File: config.mk
export PLATFORM = sky130hd
export DESIGN_NAME = copy_counter
export DESIGN_NICKNAME = d
export VERILOG_FILES = /design/src/design/mem_cfg_pkg.sv /design/src/design/copy_counter.sv
export SDC_FILE = /design/constraint.sdc
export NUM_CORES = 1
export LEC_CHECK = 0
export BUFFER_PORTS_ARGS = -buffer_cell sky130_fd_sc_hd__clkbuf_2
export CAP_MARGIN = 40
export CORE_AREA = 2 2 39 41
export DETAILED_ROUTE_END_ITERATION = 10
export DIE_AREA = 0 0 41 43
export PLACE_DENSITY_LB_ADDON = 0.15
export SETUP_SLACK_MARGIN = 0.2
export SLEW_MARGIN = 10
export SYNTH_ARGS = -nofsm -noshare
export SYNTH_HDL_FRONTEND = slang
export SYNTH_SLANG_ARGS = --single-unit
File: constraint.sdc
create_clock -name clk -period 1.3 [get_ports clk]
set_input_delay 0.065 -clock clk [delete_from_list [all_inputs] [get_ports clk]]
set_output_delay 0.065 -clock clk [all_outputs]
set_load 0.1 [all_outputs]
File: src/boot.hex
// one 32-bit hex word per line, boot ROM words 0 to 15
00000093
00100113
00200193
10000237
00020213
00022283
00128293
00522023
00410113
fe311ce3
00000317
01c30313
00032383
00738433
0000006f
00000013

File: src/design/mem_cfg_pkg.sv
`default_nettype none

package mem_cfg_pkg;

   // main RAM, shared by instruction and data ports
   localparam int ram_addr_w = 6;
   localparam int ram_words  = 64;

   // boot ROM, its depth is also the copy length
   localparam int rom_addr_w = 4;
   localparam int rom_words  = 16;

   // boot image lands in the top words of the RAM
   localparam int boot_base = ram_words - rom_words;

   // image file read by the ROM at elaboration
   localparam string rom_file = "/design/src/boot.hex";

endpackage

`default_nettype wire

File: src/design/copy_counter.sv
`timescale 1ns/1ps
`default_nettype none

module copy_counter
   import mem_cfg_pkg::*;
   (
   input  wire logic                  clk,
   input  wire logic                  rst,
   input  wire logic                  cnt_inc,
   output      logic [rom_addr_w-1:0] cnt,
   output      logic                  cnt_last
   );

   logic copy_done;

   always_ff @(posedge clk or posedge rst) begin
      if (rst) begin
         cnt       <= '0;
         copy_done <= 1'b0;
      end else if (cnt_inc) begin
         // stop at the final index instead of wrapping
         if (cnt_last) begin
            copy_done <= 1'b1;
         end else begin
            cnt <= cnt + 1'b1;
         end
      end
   end

   assign cnt_last = (cnt == rom_addr_w'(rom_words - 1));

   // no further increments after the last word was counted
   a_no_extra_inc : assert property (@(posedge clk) disable iff (rst)
      copy_done |-> !cnt_inc);

endmodule

`default_nettype wire

==> key figures <==
Synthesis
  – Yosys top cell area share: 46.8%
  – Post-synth EDFFs: 0
  – Top area cells in the synthesized netlist: dfrtp_1, nand2b_1, nand4_1
  – FF+latch count, synth: 4
  – Post-Syn Area: 214 sq um
  – Post-synthesis cell count: 21
  – Async SR Flop Fraction: 100%
  – Most frequent cells after synthesis: dfrtp_1, nand2b_1, nand4_1
  – Yosys warning count: 0
  – Synthesized Nets: 25
  – Post-synthesis cell type count: 12
  – Sequential fraction of the synthesis area: 46.8%
  – Syn_area_per_cell: 10.2 sq um
  – Synth area leader: dfrtp_1
  – Top_reg_cell synth: dfrtp_1

Timing
  – Max Clock Skew: 0.00115 ns
  – Fmax: 769 MHz
  – Final hold vios: 0
  – RSZ-0062 raised after global routing: yes
  – Fin crit period: 1.30 ns
  – Setup WS post-layout: -0.000213 ns
  – Worst rel slew slack: 81.6%
  – # setup viols final: 1
  – Slew Limit Fails: 0
  – Period utilisation layout: 100%
  – Hold Slack: 0.194 ns
  – Slew at the pin with the worst max-slew slack: 0.278 ns

Detailed routing
  – Detail Route Antenna Nets: 0
  – Total number of vias: 230
  – WL final: 599 microns
  – Wire per inst: 11.3 microns
  – DRC: 0
  – Vias per inst: 4.34
  – 1st-pass router iterations: 3
  – Initial drt markers: 3

Finish
  – Top reg by flops: cnt
  – Max reg flops: 4
  – Inserted Diodes: 0
  – NumNets Final: 43
  – Share of cells above drive strength 1: 59.5%
  – Syn-to-layout area delta: 96.5%
  – Fill cells: 153
  – FF/Latch Area: 110 sq um
  – Largest regs: cnt x4
  – Area of the multi-input gates: 131 sq um
  – Fin area: 420 sq um

Global routing
  – First-pass GRT wire length: 979 microns
  – GRT Total Usage: 9.35%
  – GR Overflow Total: 0
  – Vias in the first global route: 216
  – Largest net degree at the start of global routing: 8
  – Initial antenna violation count: 0

Floorplan
  – Top Ports: 8
  – Die width: 41 microns
  – Die footprint: 0.00176 sq mm
  – Placeable Area: 0.00138 sq mm
  – FP Rows: 14
  – Die Y-Extent: 43 microns
  – Initial Utilization: 15.5%

CTS
  – Clock transition at the registers of the reported paths: 0.04 ns
  – Clock sinks: 4
  – H-tree levels: 1
  – Cts bufs inserted: 3
  – Clk buf depth: 2
  – Worst skew pair latency: 0.23 ns
  – Root Driver: clkbuf_4
  – CTS tree: done

Status
  – Outcome: finished with violations
  – Failing checks: negative setup slack

Min path
  – Hold Path Depth: 3
  – Hold_sp: cnt_inc
  – Hold Path Class: in -> reg

Critical path
  – WP data required: 1.24 ns
  – Arrival time worst endpoint: 1.24 ns
  – Crit path from: cnt[1]
  – Critical path type: reg -> out
  – Max FO, Critical Path: 4
  – R2R depth: 4
  – CP startpoint kind: flop
  – FF-to-FF Start: cnt[1]
  – CP Capture Type: output port

Place
  – Placed cell area: 342 sq um
  – Gp weighted congestion: 0.636
  – # port buffers: 7
  – Post-detailed-placement half-perimeter wirelength: 416 microns

Flow run
  – Maxcap violations: 0
==> worst paths after layout <==
kind                       slack (ns)        to
setup / recovery              -0.0002  cnt_last
hold / removal                   0.19    cnt[0]
min in group asynchronous        0.25    cnt[1]
hold reg to reg                  0.54    cnt[2]
setup reg to reg                 0.08    cnt[1]
max in group asynchronous        0.87    cnt[0]
==> cell usage in the layout (no fill, tap or decap) <==
cell type	netlist	layout
nand2b_1	4	4
nand2_1	1	1
dfrtp_4	0	2
dlygate4sd3_1	0	1
ha_4	0	1
and3_4	0	1
clkbuf_4	0	3
clkbuf_2	0	2
inv_1	1	1
dfrtp_2	0	2
a21oi_1	1	1
nor2b_1	1	1
buf_12	0	3
o211ai_1	2	2
a31oi_1	1	1
nand4_1	3	3
mux2_4	0	1
buf_4	0	7
==> kinds of logic after synthesis <==
group                    synth area share, %
buffers and inverters                   1.75
AO/OA/AOI/OAI                           12.3
multiplexers                            5.26
adder cells (fa/ha/maj)                 5.85
flip-flops                              46.8
AND/OR/NAND/NOR                         28.1
==> worst max-delay path: stages, from the launching register on <==
cell and delay [ns]:
dfrtp_4 0.48, ha_4 0.17, and3_4 0.18, buf_12 0.16
==> routing by layer <==
metal  vias to the layer above  part of all wire [%]  wire, microns  GRT usage [%]
li1                        112                     -              -              -
met3                         2                   8.2             49           4.71
met2                         8                    42            254           11.9
met1                       108                    48            286           11.0
met4                         0                   1.5              9           8.00
met5                         -                     0              0              0
==> metrics by stage <==
| stage | cells | utilization [%] | setup slack, ns | TNS (ns) |
|---|---|---|---|---|
| after floorplan | 21 | - | -0.163 | -0.405 |
| after global placement | 45 | 24.7 | 0.0960 | 0 |
| after detailed placement | 45 | 24.7 | 0.0879 | 0 |
| after CTS | 53 | 30.4 | -0.00691 | -0.00691 |
| after global routing | 53 | 30.4 | -0.0271 | -0.0271 |
| final | 53 | 30.4 | -0.000213 | -0.000213 |
==> cell type report <==
class | count | area share, %
clock buffer | 3 | 5.36
inverter | 1 | 0.893
timing repair buffer | 13 | 31.5
tap | 16 | 4.76
sequential | 4 | 26.2
multi-input combinational | 16 | 31.3
==> repair_timing <==
action	in CTS	in global routing
pin swaps	1	1
hold buffers	1	0
hold endpoints to repair	4	0
setup endpoints to repair	5	6
gates resized for setup	4	0
cloned	0	0
setup buffers	4	0
Power is not shown: default switching activity piles up to over one toggle a cycle in this logic, so the estimate is an artifact.
