File: src/boot.hex
// one 32-bit hex word per line, boot ROM words 0 to 15
00000093
00100113
00200193
10000237
00020213
00022283
00128293
00522023
00410113
fe311ce3
00000317
01c30313
00032383
00738433
0000006f
00000013

File: src/design/mem_cfg_pkg.sv
`default_nettype none

package mem_cfg_pkg;

   // main RAM, shared by instruction and data ports
   localparam int ram_addr_w = 6;
   localparam int ram_words  = 64;

   // boot ROM, its depth is also the copy length
   localparam int rom_addr_w = 4;
   localparam int rom_words  = 16;

   // boot image lands in the top words of the RAM
   localparam int boot_base = ram_words - rom_words;

   // image file read by the ROM at elaboration
   localparam string rom_file = "/design/src/boot.hex";

endpackage

`default_nettype wire

File: src/design/bus_pkg.sv
`default_nettype none

package bus_pkg;

   // word and byte strobe widths of every bus in the block
   localparam int data_w = 32;
   localparam int strb_w = data_w / 8;

endpackage

`default_nettype wire

File: src/design/mem_bus_if.sv
`timescale 1ns/1ps
`default_nettype none

// valid/ready memory bus, word addressed
// nonzero wstrb marks a write, zero wstrb a read
interface mem_bus_if
   import mem_cfg_pkg::*, bus_pkg::*;
   ();

   logic                  valid;
   logic [ram_addr_w-1:0] addr;
   logic [data_w-1:0]     wdata;
   logic [strb_w-1:0]     wstrb;
   logic [data_w-1:0]     rdata;
   logic                  ready;

   // request side holds its request until ready
   modport master (
      output valid, addr, wdata, wstrb,
      input  rdata, ready
   );

   // ready is a one-cycle pulse, rdata valid with it
   modport slave (
      input  valid, addr, wdata, wstrb,
      output rdata, ready
   );

endinterface

`default_nettype wire

File: src/design/bus_merge.sv
`timescale 1ns/1ps
`default_nettype none

// hi always wins, lo waits while hi is valid
module bus_merge (
   mem_bus_if.slave  hi,
   mem_bus_if.slave  lo,
   mem_bus_if.master out
   );

   logic sel_hi;

   assign sel_hi = hi.valid;

   // request path
   assign out.valid = hi.valid || lo.valid;
   assign out.addr  = sel_hi ? hi.addr  : lo.addr;
   assign out.wdata = sel_hi ? hi.wdata : lo.wdata;
   assign out.wstrb = sel_hi ? hi.wstrb : lo.wstrb;

   // response goes back to the granted master only
   assign hi.ready = sel_hi && out.ready;
   assign lo.ready = !sel_hi && out.ready;
   assign hi.rdata = sel_hi ? out.rdata : '0;
   assign lo.rdata = sel_hi ? '0 : out.rdata;

endmodule

`default_nettype wire

File: src/flat_wrapper.sv
// flat-port wrapper written by rule: the top's interface ports become plain ports
module bus_merge_flat 
  (hi_valid, hi_addr, hi_wdata, hi_wstrb, hi_rdata, hi_ready, lo_valid, lo_addr, lo_wdata, lo_wstrb, lo_rdata, lo_ready, out_valid, out_addr, out_wdata, out_wstrb, out_rdata, out_ready);
  mem_bus_if hi_i ();
  mem_bus_if lo_i ();
  mem_bus_if out_i ();
  input wire logic [$bits(hi_i.valid)-1:0] hi_valid;
  input wire logic [$bits(hi_i.addr)-1:0] hi_addr;
  input wire logic [$bits(hi_i.wdata)-1:0] hi_wdata;
  input wire logic [$bits(hi_i.wstrb)-1:0] hi_wstrb;
  output wire logic [$bits(hi_i.rdata)-1:0] hi_rdata;
  output wire logic [$bits(hi_i.ready)-1:0] hi_ready;
  input wire logic [$bits(lo_i.valid)-1:0] lo_valid;
  input wire logic [$bits(lo_i.addr)-1:0] lo_addr;
  input wire logic [$bits(lo_i.wdata)-1:0] lo_wdata;
  input wire logic [$bits(lo_i.wstrb)-1:0] lo_wstrb;
  output wire logic [$bits(lo_i.rdata)-1:0] lo_rdata;
  output wire logic [$bits(lo_i.ready)-1:0] lo_ready;
  output wire logic [$bits(out_i.valid)-1:0] out_valid;
  output wire logic [$bits(out_i.addr)-1:0] out_addr;
  output wire logic [$bits(out_i.wdata)-1:0] out_wdata;
  output wire logic [$bits(out_i.wstrb)-1:0] out_wstrb;
  input wire logic [$bits(out_i.rdata)-1:0] out_rdata;
  input wire logic [$bits(out_i.ready)-1:0] out_ready;
  assign hi_i.valid = hi_valid;
  assign hi_i.addr = hi_addr;
  assign hi_i.wdata = hi_wdata;
  assign hi_i.wstrb = hi_wstrb;
  assign hi_rdata = hi_i.rdata;
  assign hi_ready = hi_i.ready;
  assign lo_i.valid = lo_valid;
  assign lo_i.addr = lo_addr;
  assign lo_i.wdata = lo_wdata;
  assign lo_i.wstrb = lo_wstrb;
  assign lo_rdata = lo_i.rdata;
  assign lo_ready = lo_i.ready;
  assign out_valid = out_i.valid;
  assign out_addr = out_i.addr;
  assign out_wdata = out_i.wdata;
  assign out_wstrb = out_i.wstrb;
  assign out_i.rdata = out_rdata;
  assign out_i.ready = out_ready;
  bus_merge u_core (.hi(hi_i), .lo(lo_i), .out(out_i));
endmodule
File: config.mk
export PLATFORM = sky130hd
export DESIGN_NAME = bus_merge_flat
export DESIGN_NICKNAME = d
export VERILOG_FILES = /design/src/design/mem_cfg_pkg.sv /design/src/design/bus_pkg.sv /design/src/design/mem_bus_if.sv /design/src/design/bus_merge.sv /design/src/flat_wrapper.sv
export SDC_FILE = /design/constraint.sdc
export NUM_CORES = 1
export LEC_CHECK = 0
export BUFFER_PORTS_ARGS = -buffer_cell sky130_fd_sc_hd__buf_4
export CAP_MARGIN = 20
export CORE_AREA = 5 5 85 87
export DETAILED_ROUTE_END_ITERATION = 12
export DIE_AREA = 0 0 90 92
export PLACE_DENSITY = 0.59
export SYNTH_ARGS = -nofsm -noshare
export SYNTH_HDL_FRONTEND = slang
export SYNTH_SLANG_ARGS = --single-unit
File: constraint.sdc
create_clock -name vclk -period 2.05
set_input_delay 0.3075 -clock vclk [all_inputs]
set_output_delay 0.3075 -clock vclk [all_outputs]
set_load 0.005 [all_outputs]
==> results.yml <==
cts:
  post_cts_buffers: 0
  post_cts_resized: 0
  ctsHoldBuffers: 0
power_and_ir_drop:
  p_int_mw: 0.3922
  peakVddDrop_mv: 0.1657
  switching_share_pct: 30.82
  clock_power_share_pct: 0
  power_density_nw_per_um2: 206.9
  p_seq_share_pct: 0
  p_leak_nw: 1.462
  p_comb_share_pct: 100.0
  p_sw_mw: 0.1747
placement:
  dpl_worst_slack_ns: 0.5329
  placed_area_sq_um: 2740
  gp_congestion: 0.7684
  port_buffers: 228
  dp_hpwl_microns: 5710
sta:
  worst_pin_slew_ns: 0.2706
  rsz0062_at_grt: "false"
  period_share_pct: 74.16
  setup_slack_ns: 0.5297
  fin_crit_ns: 1.520
  setup-violations-final: 0
  whs_ns: 0.8764
  final-max-slew-violation-count: 0
  fmax_mhz: 657.7
  hold_viol_final: 0
  slew-limit-headroom_pct: 81.96
  fin_setup_tns_ns: 0
grt:
  grt.overflow.total: 0
  grtUsageTotal_pct: 13.28
  grt_max_degree: 75
  antenna_found_initial: 0
  grt_pass1_vias: 1739
  grt_pass1_wl_microns: 9259
logic_synthesis:
  syn_area_per_cell_sq_um: 8.200
  ys_types: 7
  synthCells: 121
  synth_fp_nets: 240
  yosysSeqAreaShare_pct: 0
  yosysTopAreaCell: "mux2_2"
  synthDominantCellAreaShare_pct: 47.67
  yosys_warnings: 0
  syn_area_sq_um: 992.2
  ys_top_cells_by_area: "mux2_2, and2_1, nor2b_1, buf_6, clkbuf_1"
final_layout:
  clkbuf_count: 0
  fillCellCount: 678
  final_common_cell: "buf_4"
  final_core_util_pct: 43.65
  n_antenna_cell: 0
  area_growth_syn_to_layout_pct: 176.2
  seq_cells: 0
  fin_area_sq_um: 2740
  drive_above_1_share_pct: 80.24
  seqCellArea_sq_um: 0
  final_cell_mix: "buf_4, mux2_2, and2_1, nor2b_1, buf_12"
  nets: 460
floorplan:
  core-area_sq_um: 6277
  start_util_pct: 15.81
  die-height_microns: 92
  placementRows: 29
  fp.dieW_microns: 90
  dieArea_sq_um: 8280
  ioPinCount: 228
critical_path:
  crit_required_ns: 1.74
  cp_common_cell: "buf_4"
  cp_max_fo: 74
  crit_chain: "buf_4, buf_12, mux2_2, buf_4"
  endpoint_kind: "primary output"
  cp-start-kind: "input port"
  critPathSlowestCell: "mux2_2"
  path_class: "in2out"
  arrival_ns: 1.21
  cp_slowest_stage_delay_ns: 0.38
worst_hold_path:
  hp-class: "in2out"
  whs_path_depth: 3
drt:
  routed_wl_microns: 6334
  via_count: 1658
  drt_iter0_markers: 27
  drcViolationCount: 0
  viasPerCell: 3.986
  dr.pass1.iters: 3
  wl_per_cell_microns: 15.23
  ant_nets: 0
run_status:
  outcome: "completed"
job:
  maxCapViolCount: 0
==> cells by family (layout without fill, tap and decap cells) <==
kind of cell	Yosys count	in the layout	synth area share, %
simple gates	67	67	42.25
buf+inv	12	230	10.09
mux	42	42	47.67
==> through the flow <==
step | power, mW | instances
after floorplan | 0.1850 | 121
after global placement | 0.5708 | 416
after detailed placement | 0.5747 | 416
after CTS | 0.5766 | 416
after global routing | 0.6137 | 416
final | 0.5669 | 416
==> layer usage <==
metal | GRT usage, % | part of all wire, %
met5 | 0 | 0
met4 | 0 | 0
met1 | 12.48 | 32
met3 | 5.728 | 11
met2 | 27.80 | 57
==> cell usage after synthesis <==
library cell / number
and2_1: 33
buf_2: 2
buf_6: 7
clkbuf_1: 3
mux2_2: 42
nor2b_1: 33
or2_1: 1
==> area by class of cell <==
type / count / area [sq um] / area share, %
repair buffers: 230 / 1752 / 63.93
multi-input cells: 109 / 892.1 / 32.56
well taps: 77 / 96.34 / 3.516
==> power by group through the flow <==
stage / combinational [mW] / clock [mW] / sequential (mW)
after floorplan: 0.185 / 0 / 0
after global placement: 0.571 / 0 / 0
after detailed placement: 0.575 / 0 / 0
after CTS: 0.577 / 0 / 0
after global routing: 0.614 / 0 / 0
final: 0.567 / 0 / 0
==> path summary, 6_finish.rpt <==
check	slack, ns	to	start
min	0.88	out_valid	lo_valid
max	0.53	out_wstrb[1]	hi_valid
==> critical path: cells and delay by family <==
| family | cells | cell delay (ns) |
|---|---|---|
| mux | 1 | 0.38 |
| buf+inv | 3 | 0.49 |
(Power assumes the default switching activity.)
