File: src/boot.hex
// one 32-bit hex word per line, boot ROM words 0 to 15
00000093
00100113
00200193
10000237
00020213
00022283
00128293
00522023
00410113
fe311ce3
00000317
01c30313
00032383
00738433
0000006f
00000013

File: src/design/mem_cfg_pkg.sv
`default_nettype none

package mem_cfg_pkg;

   // main RAM, shared by instruction and data ports
   localparam int ram_addr_w = 6;
   localparam int ram_words  = 64;

   // boot ROM, its depth is also the copy length
   localparam int rom_addr_w = 4;
   localparam int rom_words  = 16;

   // boot image lands in the top words of the RAM
   localparam int boot_base = ram_words - rom_words;

   // image file read by the ROM at elaboration
   localparam string rom_file = "/design/src/boot.hex";

endpackage

`default_nettype wire

File: src/design/bus_pkg.sv
`default_nettype none

package bus_pkg;

   // word and byte strobe widths of every bus in the block
   localparam int data_w = 32;
   localparam int strb_w = data_w / 8;

endpackage

`default_nettype wire

File: src/design/mem_bus_if.sv
`timescale 1ns/1ps
`default_nettype none

// valid/ready memory bus, word addressed
// nonzero wstrb marks a write, zero wstrb a read
interface mem_bus_if
   import mem_cfg_pkg::*, bus_pkg::*;
   ();

   logic                  valid;
   logic [ram_addr_w-1:0] addr;
   logic [data_w-1:0]     wdata;
   logic [strb_w-1:0]     wstrb;
   logic [data_w-1:0]     rdata;
   logic                  ready;

   // request side holds its request until ready
   modport master (
      output valid, addr, wdata, wstrb,
      input  rdata, ready
   );

   // ready is a one-cycle pulse, rdata valid with it
   modport slave (
      input  valid, addr, wdata, wstrb,
      output rdata, ready
   );

endinterface

`default_nettype wire

File: src/design/boot_seq.sv
`timescale 1ns/1ps
`default_nettype none

module boot_seq
   import mem_cfg_pkg::*, bus_pkg::*;
   (
   input  wire logic                  clk,
   input  wire logic                  rst,
   output      logic                  rom_valid,
   output      logic [rom_addr_w-1:0] rom_addr,
   input  wire logic [data_w-1:0]     rom_rdata,
   input  wire logic                  rom_ready,
   output      logic                  cnt_inc,
   input  wire logic [rom_addr_w-1:0] cnt,
   input  wire logic                  cnt_last,
   mem_bus_if.master                  copy_bus,
   output      logic                  boot_done
   );

   // read with neither flag set, write while writing, done once done_q
   logic              writing;
   logic              done_q;
   logic [data_w-1:0] word_q;

   always_ff @(posedge clk or posedge rst) begin
      if (rst) begin
         writing <= 1'b0;
         done_q  <= 1'b0;
      end else if (!writing && !done_q && rom_ready) begin
         writing <= 1'b1;
      end else if (writing && copy_bus.ready) begin
         writing <= 1'b0;
         // last word written ends the copy
         done_q  <= cnt_last;
      end
   end

   // rom word held for the ram write
   always_ff @(posedge clk) begin
      if (rom_ready) begin
         word_q <= rom_rdata;
      end
   end

   assign rom_valid = !writing && !done_q;
   assign rom_addr  = cnt;

   assign copy_bus.valid = writing;
   assign copy_bus.addr  = ram_addr_w'(boot_base) + ram_addr_w'(cnt);
   assign copy_bus.wdata = word_q;
   assign copy_bus.wstrb = '1;

   assign cnt_inc   = writing && copy_bus.ready;
   assign boot_done = done_q;

   // copy write holds address and data until the ram takes it
   a_copy_hold : assert property (@(posedge clk) disable iff (rst)
      copy_bus.valid && !copy_bus.ready |=>
         copy_bus.valid && $stable(copy_bus.addr) && $stable(copy_bus.wdata));

endmodule

`default_nettype wire

File: src/flat_wrapper.sv
// flat-port wrapper written by rule: the top's interface ports become plain ports
module boot_seq_flat import mem_cfg_pkg::*, bus_pkg::*;
  (clk, rst, rom_valid, rom_addr, rom_rdata, rom_ready, cnt_inc, cnt, cnt_last, boot_done, copy_bus_valid, copy_bus_addr, copy_bus_wdata, copy_bus_wstrb, copy_bus_rdata, copy_bus_ready);
  mem_bus_if copy_bus_i ();
  input  wire logic clk;
  input  wire logic rst;
  output      logic rom_valid;
  output      logic [rom_addr_w-1:0] rom_addr;
  input  wire logic [data_w-1:0] rom_rdata;
  input  wire logic rom_ready;
  output      logic cnt_inc;
  input  wire logic [rom_addr_w-1:0] cnt;
  input  wire logic cnt_last;
  output      logic boot_done;
  output wire logic [$bits(copy_bus_i.valid)-1:0] copy_bus_valid;
  output wire logic [$bits(copy_bus_i.addr)-1:0] copy_bus_addr;
  output wire logic [$bits(copy_bus_i.wdata)-1:0] copy_bus_wdata;
  output wire logic [$bits(copy_bus_i.wstrb)-1:0] copy_bus_wstrb;
  input wire logic [$bits(copy_bus_i.rdata)-1:0] copy_bus_rdata;
  input wire logic [$bits(copy_bus_i.ready)-1:0] copy_bus_ready;
  assign copy_bus_valid = copy_bus_i.valid;
  assign copy_bus_addr = copy_bus_i.addr;
  assign copy_bus_wdata = copy_bus_i.wdata;
  assign copy_bus_wstrb = copy_bus_i.wstrb;
  assign copy_bus_i.rdata = copy_bus_rdata;
  assign copy_bus_i.ready = copy_bus_ready;
  boot_seq u_core (.clk(clk), .rst(rst), .rom_valid(rom_valid), .rom_addr(rom_addr), .rom_rdata(rom_rdata), .rom_ready(rom_ready), .cnt_inc(cnt_inc), .cnt(cnt), .cnt_last(cnt_last), .copy_bus(copy_bus_i), .boot_done(boot_done));
endmodule
File: config.mk
export PLATFORM = sky130hd
export DESIGN_NAME = boot_seq_flat
export DESIGN_NICKNAME = d
export VERILOG_FILES = /design/src/design/mem_cfg_pkg.sv /design/src/design/bus_pkg.sv /design/src/design/mem_bus_if.sv /design/src/design/boot_seq.sv /design/src/flat_wrapper.sv
export SDC_FILE = /design/constraint.sdc
export NUM_CORES = 1
export LEC_CHECK = 0
export ABC_AREA = 1
export ABC_CLOCK_PERIOD_IN_PS = 800
export BUFFER_PORTS_ARGS = -buffer_cell sky130_fd_sc_hd__buf_2
export CORE_MARGIN = 2
export CORE_UTILIZATION = 34
export DETAILED_ROUTE_END_ITERATION = 10
export PLACE_DENSITY = 0.79
export SLEW_MARGIN = 10
export SYNTH_ARGS = -nofsm -noshare
export SYNTH_HDL_FRONTEND = slang
export SYNTH_SLANG_ARGS = --single-unit
File: constraint.sdc
create_clock -name clk -period 0.8 [get_ports clk]
set_input_delay 0.04 -clock clk [delete_from_list [all_inputs] [get_ports clk]]
set_output_delay 0.04 -clock clk [all_outputs]
set_load 0.05 [all_outputs]
==> results.toml, run 1 <==
[layout]
antenna_cells = 0
fin_util = 0.663
n_fill_cell = 221
layout-drive-gt1-share = 0.535
synthToLayoutAreaGrowth_pct = 88.0
final_area_um2 = 2190
fin_cells = 216
nets = 242

[critical_path]
reg2reg_to = "u_core.boot_done$_DFFE_PP0P_"
setup.worst_path.start = "u_core.copy_bus.valid$_DFFE_PP0P_"
worstPathRequired_ns = 0.76
critPathCaptureType = "output port"
worstPathArrival_ns = 1.06
reg2reg_depth = 6
worstPathMaxFanout = 4
crit_type = "reg2out"
start_kind = "flip-flop"
r2r-start = "u_core.copy_bus.valid$_DFFE_PP0P_"
r2r_slack_ns = -0.22

[logic_synthesis]
synthCells = 60
syn_avg_cell_area_um2 = 19.5
synth_warnings = 0
ys_ff_latch = 34
syn_area_um2 = 1170
ys_types = 10
yosysSeqAreaShare = 0.866

[power_and_ir_drop]
sw_frac_of_total = 0.367
seq_power_share = 0.456
comb_power_share = 0.373
p_int_mw = 3.22
switchingPower_mw = 1.87
power_density_nw_per_um2 = 2320
pwr-share-clk = 0.172
max-vdd-ir-drop_mv = 1.12
p_leak_nw = 0.961

[run]
cap_violations = 0

[drt]
postRouteAntennaNets = 0
dr.pass1.iters = 4
wl_met2_mm = 1.60
wl_met1_mm = 1.29
drt-initial-drc-count = 32
detail_route.wl_per_cell_um = 15.1
drc_errors = 0
dr_wl_met3_um = 339
vias_per_cell = 4.03
routed_wirelength_mm = 3.27
dr.max_layer_used = "met4"
num_vias = 870

[timing]
rsz0062_at_grt = "true"
timing.final.crit_share = 1.38
final.setup.worst_slack_ns = -0.301
fin_tns_setup_ns = -5.77
finClkSkew_ns = 0.000349
slew_viol_final = 0
hold_violations = 0
setup_viol = 38
fin_crit_ns = 1.10
whs_ns = 0.0409
fmax_ghz = 0.908

[die]
die_w_um = 62.6
rows = 21
die_h_um = 62.6
core_um2 = 3310
initial_core_util = 0.353
io-pin-count = 123
dieArea_um2 = 3920

[global_route]
grt_pass1_vias = 937
grt_use_total = 0.178
grt_pass1_wl_mm = 5.06
grt_max_degree = 25
overflow = 0
antenna_found_initial = 0

[place]
place_inst = 171
hpwl_mm = 1.87
gp_congestion = 0.726
io_buffers = 72
dpl_cell_area_um2 = 1550

[clock_tree]
htree_levels = 2
clock_latency_ns = 0.32
clk_pin_slew_ns = 0.10
cts_sinks = 34
cts_buffers = 5
cts_tree = "done"
cts_buffer_depth = 2
clock-root-buffer = "clkbuf_4"

[worst_hold_path]
min_path_type = "in2reg"
hold-path-endpoint = "u_core.boot_done$_DFFE_PP0P_"
worstHoldPathCells = 4
worstHoldStart = "copy_bus_ready"

[outcome]
violations = "negative setup slack"
status = "finished, violations left"
critical path, cell delays in order, from the launching register on:
cell and delay (ns):
dfrtp_2 0.47, nand2_4 0.10, inv_8 0.03, buf_8 0.14
cells in the final DEF (no fill, tap or decap), drive strengths merged:
cell type / netlist / layout
dlygate4sd3: 0 / 34
clkbuf: 0 / 6
clkinv: 0 / 2
buf: 14 / 77
conb: 1 / 6
edfxtp: 32 / 32
a21oi: 1 / 1
nor2: 1 / 1
nand2: 5 / 5
inv: 4 / 4
dfrtp: 2 / 2
kinds of logic after synthesis:
group                  after synthesis  synth area share
DFF                                 34             0.866
buffers and inverters               18             0.103
and+or+nand+nor                      6            0.0236
AOI/OAI and AO/OA                    1           0.00428
other                                1           0.00321
layout make-up:
class                   instances  area (um^2)  area share
multi-input cells              13         73.8      0.0336
flip-flops and latches         34         1010       0.462
well taps                      46         57.6      0.0262
clock buffers                   6         41.3      0.0188
repair buffers                111          977       0.445
inverters                       4         22.5      0.0103
clock inverters                 2         8.76     0.00399
state kept, by name, indices dropped and copies added (netlist names):
| name | cells |
|---|---|
| u_core.copy_bus.wdata | 32 |
| u_core.boot_done | 1 |
| u_core.copy_bus.valid | 1 |
Yosys cell counts:
cell	instances	area share
a21oi_1	1	0.0043
dfrtp_1	2	0.043
nor2_1	1	0.0032
inv_1	3	0.0096
edfxtp_1	32	0.82
inv_2	1	0.0032
buf_4	14	0.090
nand2_2	2	0.011
conb_1	1	0.0032
nand2_1	3	0.0096
power by group through the flow:
stage / clock network, mW / logic [mW] / registers, mW
5_1_grt: 0.985 / 1.97 / 2.34
2_1_floorplan: 0 / 0.513 / 2.95
3_3_place_gp: 0 / 1.38 / 2.31
4_1_cts: 0.898 / 1.87 / 2.31
6_report: 0.873 / 1.89 / 2.32
3_5_place_dp: 0 / 1.39 / 2.32
metrics by stage:
step | total power [mW] | setup slack (ns)
finish | 5.08 | -0.301
global route | 5.29 | -0.346
global placement | 3.69 | -0.0383
floorplan | 3.47 | -0.138
detailed placement | 3.71 | -0.0508
CTS | 5.08 | -0.325
repair_timing:
item                       in CTS  in global routing
resized for setup              72                  2
hold endpoints to repair       35                  0
pin swaps                       2                  1
hold buffers                   34                  0
setup endpoints to repair      37                 38
setup buffers                   3                  1
how the worst max path moves through the flow:
stage / to / depth (start not counted) / slack, ns
after floorplan: u_core.boot_done$_DFFE_PP0P_ / 4 / -0.14
after global placement: cnt_inc / 3 / -0.04
after detailed placement: cnt_inc / 3 / -0.05
after CTS: cnt_inc / 3 / -0.33
after global routing: cnt_inc / 3 / -0.35
final: cnt_inc / 3 / -0.30
metal layers:
metal | GRT usage | vias to the layer above
li1 | - | 408
met1 | 0.196 | 392
met2 | 0.297 | 65
met3 | 0.0757 | 5
met4 | 0.0861 | 0
met5 | 0 | -
(Power assumes the default switching activity.)
==> run 2: changes to the inputs <==
--- a/config.mk
+++ b/config.mk
@@ -10,6 +10,7 @@
 export BUFFER_PORTS_ARGS = -buffer_cell sky130_fd_sc_hd__buf_2
 export CORE_MARGIN = 2
 export CORE_UTILIZATION = 34
+export CTS_BUF_LIST = sky130_fd_sc_hd__clkbuf_16
 export DETAILED_ROUTE_END_ITERATION = 10
 export PLACE_DENSITY = 0.79
 export SLEW_MARGIN = 10
==> results.toml, run 2 (same netlist as run 1, synthesis figures left out) <==
[critical_path]
reg2reg_depth = 5
reg2reg_to = "u_core.boot_done$_DFFE_PP0P_"
critPathMaxStageDelay_ns = 0.45
r2r_slack_ns = -0.11
crit_chain = "nand2_4 -> inv_8 -> buf_8"
worstPathArrival_ns = 0.99
worstPathMaxFanout = 4
crit_type = "reg2out"
r2r-start = "u_core.copy_bus.valid$_DFFE_PP0P_"
worstPathRequired_ns = 0.76
slowest_stage = "dfrtp_2"
critPathCaptureType = "output port"
start_kind = "flip-flop"

[run]
cap_violations = 0

[global_route]
grt_pass1_vias = 949
grt_use_total = 0.181
grt_pass1_wl_mm = 5.13
overflow = 0
grt_max_degree = 25
antenna_found_initial = 0

[die]
initial_core_util = 0.353
die_h_um = 62.6
die_w_um = 62.6
io-pin-count = 123
rows = 21
dieArea_um2 = 3920
core_um2 = 3310

[outcome]
violations = "negative setup slack"
status = "finished, violations left"

[worst_hold_path]
hold-path-endpoint = "copy_bus_addr[1]"
worstHoldPathCells = 0
min_path_type = "in2out"
worstHoldStart = "cnt[1]"

[layout]
fin_cells = 215
synthToLayoutAreaGrowth_pct = 94.5
layout-drive-gt1-share = 0.533
antenna_cells = 0
largest_register_ffs = 32
nets = 241
layout_common_cells = "37 x buf_2, 34 x dlygate4sd3_1, 34 x buf_6"
layout_commonest_cell = "buf_2"

[clock_tree]
cts_buffer_depth = 2
cts_buffers = 5
htree_levels = 2
cts_sinks = 34
clock-root-buffer = "clkbuf_16"
cts_tree = "done"
clk_pin_slew_ns = 0.05
clock_latency_ns = 0.27

[drt]
postRouteAntennaNets = 0
drc_errors = 0
dr.pass1.iters = 4
vias_per_cell = 4.07
detail_route.wl_per_cell_um = 15.2
drt-initial-drc-count = 33
routed_wirelength_mm = 3.28
num_vias = 875

[place]
io_buffers = 72
place_inst = 171
hpwl_mm = 1.87
gp_congestion = 0.726
post-place-ws_ns = -0.0508

[timing]
fmax_ghz = 0.971
slew_viol_final = 0
rsz0062_at_grt = "true"
hold_violations = 0
final.setup.worst_slack_ns = -0.230
fin_crit_ns = 1.03
timing.final.crit_share = 1.29
setup_viol = 38
finClkSkew_ns = 0.0000320

[power_and_ir_drop]
power_density_nw_per_um2 = 2620
p_leak_nw = 0.997
max-vdd-ir-drop_mv = 1.70
[run 2: how the worst max path moves through the flow]
| stage | cells past startpoint | end | slack [ns] | startpoint |
|---|---|---|---|---|
| after floorplan | 4 | u_core.boot_done$_DFFE_PP0P_ | -0.14 | u_core.copy_bus.valid$_DFFE_PP0P_ |
| after detailed placement | 3 | cnt_inc | -0.05 | u_core.copy_bus.valid$_DFFE_PP0P_ |
| final | 3 | cnt_inc | -0.23 | u_core.copy_bus.valid$_DFFE_PP0P_ |
| after global placement | 3 | cnt_inc | -0.04 | u_core.copy_bus.valid$_DFFE_PP0P_ |
| after global routing | 3 | cnt_inc | -0.26 | u_core.copy_bus.valid$_DFFE_PP0P_ |
| after CTS | 3 | cnt_inc | -0.24 | u_core.copy_bus.valid$_DFFE_PP0P_ |
[run 2: repair_timing]
item | 4_1_cts | 5_1_grt
hold buffers | 34 | 0
resized for setup | 71 | 1
setup buffers | 2 | 0
endpoints found under the hold margin | 35 | 0
pin swaps | 2 | 0
endpoints found under the setup margin | 36 | 38
[run 2: final cells by class]
cell class | count | area, um^2
Sequential cell | 34 | 1010
Tap cell | 46 | 57.6
Fill cell | 212 | 1040
Timing Repair Buffer | 110 | 966
Clock buffer | 5 | 125
Inverter | 4 | 22.5
Clock inverter | 3 | 12.5
Multi-Input combinational cell | 13 | 73.8
[run 2: report_power, final]
| part | total [mW] | internal, mW | switching (mW) |
|---|---|---|---|
| sequential | 2.32 | 2.16 | 0.153 |
| clock | 1.77 | 1.12 | 0.646 |
| combinational | 1.86 | 0.704 | 1.16 |
| total | 5.95 | 3.99 | 1.96 |
[run 2: worst max-delay path: cells and delay by family, from the launching register on]
family,cells,cell delay [ns]
buffers and inverters,2,0.17
DFF,1,0.45
and+or+nand+nor,1,0.10
[run 2: layer usage]
layer / vias to the layer above / global-route usage / wire, um
li1: 404 / - / -
met1: 399 / 0.189 / 1240
met2: 65 / 0.316 / 1620
met3: 7 / 0.0793 / 342
met4: 0 / 0.0806 / 68
met5: - / 0 / 0
[run 2: metrics by stage]
step / utilization / setup TNS [ns] / power (mW) / hold WS, ns / area [um^2]
2_1_floorplan: - / -0.391 / 3.47 / -0.219 / 1210
3_3_place_gp: 0.469 / -0.0647 / 3.69 / -0.105 / 1550
3_5_place_dp: 0.469 / -0.0890 / 3.71 / -0.0921 / 1550
4_1_cts: 0.685 / -3.05 / 5.93 / 0.0806 / 2270
5_1_grt: 0.686 / -3.96 / 6.15 / 0.0801 / 2270
6_report: 0.686 / -2.98 / 5.95 / 0.0800 / 2270
